==> src/rtl/split_consts.svh <==
`ifndef SPLIT_CONSTS_SVH
`define SPLIT_CONSTS_SVH

// Number of stream channels in the default build
`define SPLIT_CHANNELS 2

// Per-channel stream widths
`define SPLIT_DATA_WIDTH 16
`define SPLIT_KEEP_WIDTH (`SPLIT_DATA_WIDTH / 8)

// Width of the packet size value, in beats
`define SPLIT_PCKT_WIDTH 16

// Flag an input that ends off a packet boundary
`define SPLIT_RAISE_NON_DIVISIBLE 1

`endif
==> src/rtl/split_stream_pkg.sv <==
`include "split_consts.svh"

package split_stream_pkg;

  // One channel's payload fields
  typedef logic [`SPLIT_DATA_WIDTH-1:0] data_t;
  typedef logic [`SPLIT_KEEP_WIDTH-1:0] keep_t;

  // Output beat as it is stored in the skid buffer
  typedef struct packed {
    data_t data;
    keep_t keep;
    logic  last;
  } beat_t;

endpackage

==> src/rtl/split_ctrl_pkg.sv <==
`include "split_consts.svh"

package split_ctrl_pkg;

  // Packet size in beats where zero is taken as one
  typedef logic [`SPLIT_PCKT_WIDTH-1:0] pckt_size_t;

  // Channel FSM states
  typedef enum logic [1:0] {
    state_idle  = 2'd0,
    state_run   = 2'd1,
    // Finished, may be held here by lock
    state_done  = 2'd2,
    // One cycle on the way back to idle after an error
    state_fault = 2'd3
  } split_state_e;

endpackage

==> src/rtl/packet_split_array.sv <==
`timescale 1ns/10ps
`include "split_consts.svh"

module packet_split_array #(
  parameter int CHANNELS = `SPLIT_CHANNELS
) (
  input  logic                                  clk,
  input  logic                                  rst,
  input  logic                                  operation_start,
  input  split_ctrl_pkg::pckt_size_t            pckt_size,
  input  logic                                  external_error,
  output logic                                  operation_busy,
  output logic                                  operation_complete,
  output logic                                  operation_error,
  output logic [CHANNELS-1:0]                   transmission,
  input  logic [CHANNELS*`SPLIT_DATA_WIDTH-1:0] s_axis_tdata,
  input  logic [CHANNELS*`SPLIT_KEEP_WIDTH-1:0] s_axis_tkeep,
  input  logic [CHANNELS-1:0]                   s_axis_tvalid,
  output logic [CHANNELS-1:0]                   s_axis_tready,
  input  logic [CHANNELS-1:0]                   s_axis_tlast,
  output logic [CHANNELS*`SPLIT_DATA_WIDTH-1:0] m_axis_tdata,
  output logic [CHANNELS*`SPLIT_KEEP_WIDTH-1:0] m_axis_tkeep,
  output logic [CHANNELS-1:0]                   m_axis_tvalid,
  input  logic [CHANNELS-1:0]                   m_axis_tready,
  output logic [CHANNELS-1:0]                   m_axis_tlast
);

  logic [CHANNELS-1:0] running;
  logic [CHANNELS-1:0] done;
  logic [CHANNELS-1:0] fault;
  logic [CHANNELS-1:0] lock;
  logic                abort;

  for (genvar k = 0; k < CHANNELS; k++) begin : gen_chan
    split_stream_pkg::beat_t split_beat;
    logic                    split_valid;
    logic                    split_ready;
    split_stream_pkg::beat_t out_beat;

    packet_splitter packet_splitter_i (
      .clk          (clk),
      .rst          (rst),
      .start        (operation_start),
      .pckt_size    (pckt_size),
      .lock         (lock[k]),
      .abort        (abort),
      .s_tdata      (s_axis_tdata[k*`SPLIT_DATA_WIDTH +: `SPLIT_DATA_WIDTH]),
      .s_tkeep      (s_axis_tkeep[k*`SPLIT_KEEP_WIDTH +: `SPLIT_KEEP_WIDTH]),
      .s_tvalid     (s_axis_tvalid[k]),
      .s_tready     (s_axis_tready[k]),
      .s_tlast      (s_axis_tlast[k]),
      .out_beat     (split_beat),
      .out_valid    (split_valid),
      .out_ready    (split_ready),
      .running      (running[k]),
      .done         (done[k]),
      .fault        (fault[k]),
      .transmission (transmission[k])
    );

    axis_skid_buffer axis_skid_buffer_i (
      .clk       (clk),
      .rst       (rst),
      .in_beat   (split_beat),
      .in_valid  (split_valid),
      .in_ready  (split_ready),
      .out_beat  (out_beat),
      .out_valid (m_axis_tvalid[k]),
      .out_ready (m_axis_tready[k])
    );

    // Output slice of the flat buses
    assign m_axis_tdata[k*`SPLIT_DATA_WIDTH +: `SPLIT_DATA_WIDTH] = out_beat.data;
    assign m_axis_tkeep[k*`SPLIT_KEEP_WIDTH +: `SPLIT_KEEP_WIDTH] = out_beat.keep;
    assign m_axis_tlast[k]                                        = out_beat.last;
  end

  split_op_merge #(
    .CHANNELS (CHANNELS)
  ) split_op_merge_i (
    .clk                (clk),
    .rst                (rst),
    .external_error     (external_error),
    .running            (running),
    .done               (done),
    .fault              (fault),
    .lock               (lock),
    .abort              (abort),
    .operation_busy     (operation_busy),
    .operation_complete (operation_complete),
    .operation_error    (operation_error)
  );

endmodule

==> src/rtl/split_op_merge.sv <==
`timescale 1ns/10ps

module split_op_merge #(
  parameter int CHANNELS = 2
) (
  input  logic                clk,
  input  logic                rst,
  input  logic                external_error,
  input  logic [CHANNELS-1:0] running,
  input  logic [CHANNELS-1:0] done,
  input  logic [CHANNELS-1:0] fault,
  output logic [CHANNELS-1:0] lock,
  output logic                abort,
  output logic                operation_busy,
  output logic                operation_complete,
  output logic                operation_error
);

  logic all_done;
  logic error_cond;
  logic error_q;

  assign all_done   = &done;
  assign error_cond = (|fault) || external_error;

  // Any fault stops every channel
  assign abort = error_cond;

  // Early finishers wait in done until the last channel arrives
  assign lock = all_done ? '0 : done;

  // Channels waiting under lock still count as busy
  assign operation_busy = |(running | done);

  always_ff @(posedge clk) begin
    if (rst) begin
      operation_complete <= 1'b0;
      operation_error    <= 1'b0;
      error_q            <= 1'b0;
    end else begin
      // All-done lasts one cycle since unlocked channels return to idle
      operation_complete <= all_done && !error_cond;
      // Rising edge only since an abort can keep faults up for a few cycles
      operation_error    <= error_cond && !error_q;
      error_q            <= error_cond;
    end
  end

  assert property (@(posedge clk) disable iff (rst)
    !(operation_complete && operation_error))
    else $error("split_op_merge: complete and error in the same cycle");

endmodule

==> src/rtl/packet_splitter.sv <==
`timescale 1ns/10ps
`include "split_consts.svh"

module packet_splitter (
  input  logic                       clk,
  input  logic                       rst,
  input  logic                       start,
  input  split_ctrl_pkg::pckt_size_t pckt_size,
  input  logic                       lock,
  input  logic                       abort,
  input  split_stream_pkg::data_t    s_tdata,
  input  split_stream_pkg::keep_t    s_tkeep,
  input  logic                       s_tvalid,
  output logic                       s_tready,
  input  logic                       s_tlast,
  output split_stream_pkg::beat_t    out_beat,
  output logic                       out_valid,
  input  logic                       out_ready,
  output logic                       running,
  output logic                       done,
  output logic                       fault,
  output logic                       transmission
);

  split_ctrl_pkg::split_state_e state;
  split_ctrl_pkg::pckt_size_t   size_lat;
  split_ctrl_pkg::pckt_size_t   beat_cnt;
  logic                         in_run;
  logic                         in_fire;
  logic                         at_boundary;
  logic                         off_boundary_end;

  assign in_run = (state == split_ctrl_pkg::state_run);

  // Pass-through path with the skid buffer as the register stage
  assign s_tready  = in_run && out_ready && !abort;
  assign out_valid = in_run && s_tvalid && !abort;
  assign in_fire   = s_tvalid && s_tready;

  // Last beat of the current output packet
  assign at_boundary = (beat_cnt == size_lat - 1'b1);

  assign out_beat.data = s_tdata;
  assign out_beat.keep = s_tkeep;
  assign out_beat.last = at_boundary || s_tlast;

  // Input ends in the middle of an output packet
  assign off_boundary_end = s_tlast && !at_boundary &&
                            (`SPLIT_RAISE_NON_DIVISIBLE != 0);

  // Size is captured once per operation and zero counts as one beat
  always_ff @(posedge clk) begin
    if (state == split_ctrl_pkg::state_idle && start) begin
      if (pckt_size == '0) begin
        size_lat <= split_ctrl_pkg::pckt_size_t'(1);
      end else begin
        size_lat <= pckt_size;
      end
    end
  end

  always_ff @(posedge clk) begin
    if (rst) begin
      state    <= split_ctrl_pkg::state_idle;
      beat_cnt <= '0;
    end else begin
      case (state)
        split_ctrl_pkg::state_idle: begin
          if (start) begin
            state    <= split_ctrl_pkg::state_run;
            beat_cnt <= '0;
          end
        end
        split_ctrl_pkg::state_run: begin
          if (abort) begin
            state <= split_ctrl_pkg::state_fault;
          end else if (in_fire) begin
            if (out_beat.last) begin
              beat_cnt <= '0;
            end else begin
              beat_cnt <= beat_cnt + 1'b1;
            end
            // Input tlast ends the channel's operation
            if (s_tlast) begin
              if (off_boundary_end) begin
                state <= split_ctrl_pkg::state_fault;
              end else begin
                state <= split_ctrl_pkg::state_done;
              end
            end
          end
        end
        split_ctrl_pkg::state_done: begin
          // Held here until the other channels catch up
          if (abort) begin
            state <= split_ctrl_pkg::state_fault;
          end else if (!lock) begin
            state <= split_ctrl_pkg::state_idle;
          end
        end
        default: begin
          state <= split_ctrl_pkg::state_idle;
        end
      endcase
    end
  end

  // Open output packet flag
  always_ff @(posedge clk) begin
    if (rst) begin
      transmission <= 1'b0;
    end else if (abort) begin
      transmission <= 1'b0;
    end else if (in_fire) begin
      transmission <= !out_beat.last;
    end
  end

  assign running = in_run;
  assign done    = (state == split_ctrl_pkg::state_done);
  assign fault   = (state == split_ctrl_pkg::state_fault);

  // Channel leaves run once its input tlast is taken
  assert property (@(posedge clk) disable iff (rst)
    in_fire && s_tlast |=> !s_tready)
    else $error("packet_splitter: s_tready high after input tlast");

endmodule

==> src/rtl/axis_skid_buffer.sv <==
`timescale 1ns/10ps

module axis_skid_buffer (
  input  logic                    clk,
  input  logic                    rst,
  input  split_stream_pkg::beat_t in_beat,
  input  logic                    in_valid,
  output logic                    in_ready,
  output split_stream_pkg::beat_t out_beat,
  output logic                    out_valid,
  input  logic                    out_ready
);

  split_stream_pkg::beat_t main_beat;
  split_stream_pkg::beat_t skid_beat;
  logic                    main_valid;
  logic                    skid_valid;
  logic                    in_fire;
  logic                    main_load;
  logic                    main_valid_next;
  logic                    skid_valid_next;

  assign in_fire = in_valid && in_ready;

  // Main register may take a new beat when empty or draining
  assign main_load = !main_valid || out_ready;

  // in_ready is low whenever the skid entry is full,
  // so skid data and a new input never compete for main
  assign main_valid_next = main_load ? (skid_valid || in_fire) : 1'b1;
  assign skid_valid_next = main_load ? 1'b0 : (skid_valid || in_fire);

  always_ff @(posedge clk) begin
    if (rst) begin
      main_valid <= 1'b0;
      skid_valid <= 1'b0;
      in_ready   <= 1'b0;
    end else begin
      main_valid <= main_valid_next;
      skid_valid <= skid_valid_next;
      in_ready   <= !skid_valid_next;
    end
  end

  always_ff @(posedge clk) begin
    if (main_load) begin
      if (skid_valid) begin
        main_beat <= skid_beat;
      end else if (in_fire) begin
        main_beat <= in_beat;
      end
    end
    // Beat arrives while main is stalled
    if (!main_load && in_fire) begin
      skid_beat <= in_beat;
    end
  end

  assign out_beat  = main_beat;
  assign out_valid = main_valid;

  // Stalled output beat must be held until taken
  assert property (@(posedge clk) disable iff (rst)
    out_valid && !out_ready |=> out_valid && $stable(out_beat))
    else $error("axis_skid_buffer: output beat changed while stalled");

endmodule

==> config.mk <==
export PLATFORM = sky130hd
export DESIGN_NAME = packet_split_array
export DESIGN_NICKNAME = d
export VERILOG_FILES = /design/src/rtl/split_stream_pkg.sv /design/src/rtl/split_ctrl_pkg.sv /design/src/rtl/packet_split_array.sv /design/src/rtl/split_op_merge.sv /design/src/rtl/packet_splitter.sv /design/src/rtl/axis_skid_buffer.sv
export VERILOG_INCLUDE_DIRS = /design/src /design/src/rtl
export SDC_FILE = /design/constraint.sdc
export NUM_CORES = 1
export LEC_CHECK = 0
export BUFFER_PORTS_ARGS = -buffer_cell sky130_fd_sc_hd__clkbuf_2
export CORE_MARGIN = 2
export CORE_UTILIZATION = 25
export CTS_BUF_LIST = sky130_fd_sc_hd__clkbuf_16
export DETAILED_ROUTE_END_ITERATION = 10
export PLACE_DENSITY = 0.5
export SYNTH_ARGS = -nofsm -noshare
export SYNTH_HDL_FRONTEND = slang
export SYNTH_HIERARCHICAL = 1
export SYNTH_SLANG_ARGS = --single-unit
==> constraint.sdc <==
create_clock -name clk -period 7.4 [get_ports clk]
set_clock_uncertainty 0.2 [all_clocks]
set_input_delay 1.48 -clock clk [delete_from_list [all_inputs] [get_ports clk]]
set_output_delay 1.48 -clock clk [all_outputs]
set_load 0.005 [all_outputs]
After elaboration in Yosys (flattened, before gate mapping)
Index checks and enable logic that the tools add are counted.
- equality and inequality tests: 20
- reductions and logical operators: 56
- $add $sub $neg: 4
- bitwise gates (word level): 1
- mux-type cells: 34
- operators by type and width (kind ; number):
    $mux W16 ; 8
    $mux W19 ; 4
    $pmux W16 S2 ; 2
    $add A16 B1 Y16 const B ; 2
    $eq A16 B16 Y1 ; 2
    $sub A16 B1 Y16 const B ; 2
    $mux W2 ; 12
    $logic_and A1 B1 Y1 ; 20
    $ne A3 B2 Y1 const B ; 6
    $logic_not A16 Y1 ; 1
    $reduce_and A4 Y1 ; 4
    $logic_not A1 Y1 ; 12
    $ne A2 B2 Y1 const B ; 6
    $pmux W2 S3 ; 2
    $eq A2 B2 Y1 const B ; 4
    $reduce_bool A2 Y1 ; 4
    $logic_or A1 B1 Y1 ; 7
    $mux W1 ; 6
    $reduce_and A2 Y1 ; 3
    $reduce_or A2 Y1 ; 3
    $eq A2 B1 Y1 const B ; 2
    $logic_not A2 Y1 ; 2
    $or A2 B2 Y2 ; 1
- output and inout bits: 47
- logic and storage cells: 144
- bits in registers: 155
- bits of input ports: 62

Depth between registers and ports, before layout
- depth after elaboration: 9
- gate-level depth with buffers: 11
- mapped depth without buffers: 10

By module
Netlist, hierarchy kept.
- modules (own cells, without submodules) (module ; sequential area each (µm²) ; times used ; cells each ; area an instance (µm²)):
    axis_skid_buffer ; 1201.2 ; 2 ; 70 ; 1567.8
    packet_splitter (gen_chan[1].packet_splitter_i) ; 860.8 ; 1 ; 281 ; 2411.1
    packet_splitter (gen_chan[0].packet_splitter_i) ; 860.8 ; 1 ; 280 ; 2398.6
    split_op_merge ; 60.1 ; 1 ; 12 ; 118.9

Worst setup path before layout
Ideal clock, no wire load.
- kind: input port to flip-flop
- start point: input operation_start
- end point: register gen_chan[1].packet_splitter_i.beat_cnt[10]
- setup time: 0.120 ns
- path buffers: 1
- setup slack: 3.513 ns
- arrival time: 3.567 ns
- cell stages on the path: 4
- required time: 7.080 ns
- cell sequence: nor3b_1 nor3_1 clkbuf_1 a211o_1
- word-level cells in the longest chain between the ends: 2
- ends and longest elaborated chain (element ; line ; RTL):
    from (decl) ; packet_split_array.sv:9 ; input logic operation_start,
    $ne A2 B2 Y1 (no source line) ; n/a ;
    $reduce_and A4 Y1 (no source line) ; n/a ;
    to (signal assigned) ; packet_splitter.sv:81 ; beat_cnt <= beat_cnt + 1'b1;
    to (decl) ; packet_splitter.sv:27 ; split_ctrl_pkg::pckt_size_t beat_cnt;
No other way between the ends.
A chain may end at the register's enable or synchronous reset.

Worst setup path in the final report
- start point: input external_error
- end point: output s_axis_tready[0]
- word-level cells in the longest chain between the ends: 3
- ends and longest elaborated chain (element ; line ; RTL):
    from (decl) ; packet_split_array.sv:11 ; input logic external_error,
    $logic_or A1 B1 Y1 ; split_op_merge.sv:24 ; assign error_cond = (|fault) || external_error;
    net abort ; packet_split_array.sv:32 ; logic abort;
    $logic_not A1 Y1 ; packet_splitter.sv:36 ; assign s_tready = in_run && out_ready && !abort;
    $logic_and A1 B1 Y1 ; packet_splitter.sv:36 ;
    to (decl) ; packet_split_array.sv:19 ; output logic [CHANNELS-1:0] s_axis_tready,
The timed path passes the listed nets, and every way through them passes these cells.

==> summary.md <==
* finished clean — status
* 31600 um^2 — Placeable Area
* 0 — setup fix buffers added after clock tree synthesis
* 14.7% — met2 layer usage reported by global route
* 0 — Overflow after GRT
* 0.732 — RePlAce Congestion
* 5.21% — xor and xnor area share after synthesis
* simple AND/OR/NAND/NOR gates — combinational family with the most area after synthesis
* no — unrepaired setup endpoints after global routing
* split_op_merge_i/error_q$_SDFF_PP0_ — hold path startpoint
* done — CTS tree
* clkbuf_16 — root buf cell
* 51.9% — sequential fraction of the synthesis area
* 0 — Routed Antenna Nets
* 1.07 ns — slew at the pin closest to its max-slew limit
* 184 um — die outline height
* 0 — DRC violations left
* 0 — number of max-cap violations
* 55.9% — fin crit share
* 33700 um^2 — die outline area
* 0 ns — setup TNS
* 5.72 ns — Critical Path RT
* 14.5 um — Avg WL per Cell
* 28.6% — layout cells sized above 1
* 4 — first-pass detailed-route iteration total
* 2.56% — met3 usage
* 0.24 ns — max incr delay on CP
* 0 — antenna violations before repair
* 3250 — # fillers
* 0.07 ns — post-CTS clock slew at the launch and capture registers of the worst setup and hold paths
* 17.8% — Post-Synth Simple-Gate Area
* 779 — Mapped Nets
* gen_chan[0].packet_splitter_i/size_lat[0]$_SDFFCE_PN1P_ — Crit Reg-Reg Startpoint
* clkbuf_2 — most used cell along the critical path
* 12.5 mm — final HPWL from detailed placement
* 5267 — routed vias
* 11.3 um^2 — post-synthesis area per instance
* 2.46 ns — crit path DAT
* 8060 um^2 — synthesized cell area
* met2 — layer carrying the most global-route usage
* 28 — pin count of the biggest net entering global routing
* 72 — number of distinct library cells after synthesis
* 4 — H-Tree Level Count
* 9.91% — compound-gate portion of the synthesized area
* 0 — Gates resized, CTS repair
* 4.48 — via-per-instance ratio
* 0.43 ns — latest clock arrival within the worst-skew pair
* 9270 um^2 — design area
* edfxtp_1 — Yosys top cell by area
* register to register — Worst Hold Class
* 25.5% — Initial Util
* 242 MHz — peak clock frequency supported by timing
* 17 — CTS buffer count
* 155 — number of synthesized register bits
* 7.32% — multiplexer fraction of the synthesized cell area
* edfxtp_1, clkbuf_2, nand2_1 — highest-count cells in the layout ignoring fill and taps
* 184 um — die outline width
* clkbuf_2 -> nor3_2 -> inv_2 -> nor2b_1 -> and2_1 -> clkbuf_2 — critical path cell sequence
* 0% — share of async-settable or async-resettable flops after synthesis
* 0 — Max Slew Vio Count
* 4925 — number of global-route vias before repair
* 8670 um^2 — dpl cell area
* external_error — crit path launch
* 826 — nets@finish
* 10.2% — overall routing resource usage
* 0 — Finish-stage setup viols
* 713 — synthesized instance count
* 217 nW/um^2 — power density of the placed cells
* 109 — num ports
* 0 — hold violation total from the final report
* 28.3% — Slew HR
* 108 — count of flip-flops with a built-in enable after synthesis
* 108 — count of port buffers added during placement
* 3.42 nW — Leakage Power
* 6 — Synth warnings
* 0 — antenna cell count
* 2 — Max clock buf depth
* 146 uV — largest voltage drop on the vdd net
* 14 — largest fanout on the critical path
* nor3_2 — worst-path cell with the longest stage delay
* edfxtp_1 — top flip-flop cell by instance count after synthesis
* 26.8 mm — first-pass GRT wire length
* primary input — element type at the critical path start
* 244 — Iter 0 DRT Violations
* 15.0% — Synth-to-Final Area Change
* 65 — cell row count
* 4.14 ns — minimum clock period
* primary input to output pin — classification of the worst setup path
* 14.5% — met1 demand-to-capacity share in global routing
* edfxtp_1, dfxtp_1, mux2_4 — Area contributors post-synth
* 17.1 mm — wire length reported by the detailed router
* 40.2% — area share of the leading cell type in the synthesized netlist
* 0 — Post-CTS Hold Fix Bufs
* output pin — type of destination of the critical path
* 155 — number of clock sinks seen by CTS
* 0.621% — adder and majority gate portion of the synthesized area
-- cell families after synthesis --
logic type / Yosys count
AOI/OAI and AO/OA: 94
xor gates and xnor gates: 48
adders and majority gates: 4
buffers and inverters: 107
DFF: 155
muxes: 40
and+or+nand+nor: 265
-- worst max-delay path, delay by kind of cell --
family	cells	cell delay [ns]
buffers and inverters	3	0.37
and+or+nand+nor	3	0.60
-- cell usage after synthesis, drive strengths merged (10+ instances only) --
master / number
nor4: 14
mux2: 38
o21ai: 19
nand3: 24
inv: 17
xor2: 18
buf: 44
edfxtp: 108
clkbuf: 46
o221ai: 10
nor2: 48
nand2: 64
xnor2: 30
a21oi: 16
and3: 15
nor2b: 12
nor3: 27
dfxtp: 47
and2: 16
-- metrics by stage --
stage / power, mW / utilization, % / instances / worst slack [ns] / hold WS [ns]
after floorplan: 1.09 / - / 713 / 3.51 / 0.174
after global placement: 1.13 / 27.4 / 1143 / 3.21 / 0.188
after detailed placement: 1.13 / 27.4 / 1143 / 3.21 / 0.188
after CTS: 2.05 / 29.3 / 1175 / 3.21 / 0.198
after global routing: 2.09 / 29.3 / 1175 / 3.14 / 0.217
final: 2.01 / 29.3 / 1175 / 3.26 / 0.195
-- layer usage --
metal / wire, um / part of all wire, % / up-vias
li1: - / - / 2650
met5: 0 / 0 / -
met4: 251 / 1.5 / 0
met1: 8730 / 51 / 2477
met2: 7200 / 42 / 123
met3: 905 / 5.3 / 17
-- sequential cells by signal, indices dropped and copies added, names as in the netlist, 2 cells and up --
signal	flops
gen_chan.axis_skid_buffer_i/in_ready	2
gen_chan.axis_skid_buffer_i/out_beat	38
gen_chan.axis_skid_buffer_i/out_valid	2
gen_chan.axis_skid_buffer_i/skid_beat	38
gen_chan.axis_skid_buffer_i/skid_valid	2
gen_chan.packet_splitter_i/beat_cnt	32
gen_chan.packet_splitter_i/size_lat	32
gen_chan.packet_splitter_i/state	4
gen_chan.packet_splitter_i/transmission	2
-- where the power goes --
group	internal (mW)	leakage, nW	total [mW]	switching (mW)
Clock	0.510	0.291	0.901	0.391
Sequential	0.951	1.37	0.975	0.0238
Combinational	0.0632	1.76	0.138	0.0748
Total	1.52	3.42	2.01	0.489
-- final timing paths --
check	end	slack [ns]	cells after the start
max reg2reg	gen_chan[0].axis_skid_buffer_i/out_beat[0]$_DFFE_PP_	3.96	10
max	s_axis_tready[0]	3.26	6
min	split_op_merge_i/operation_error$_SDFF_PP0_	0.19	1
min reg2reg	split_op_merge_i/operation_error$_SDFF_PP0_	0.19	1
-- final cells by class --
class / count / area, um^2 / area share [%]
sequential: 155 / 4180 / 45.1
clock buffer: 17 / 425 / 4.59
inverter: 17 / 63.8 / 0.688
multi-input combinational: 451 / 3310 / 35.7
timing repair buffer: 118 / 616 / 6.64
clock inverter: 15 / 175 / 1.89
tap: 402 / 503 / 5.42
No activity file was read; power rests on OpenSTA's default activity.
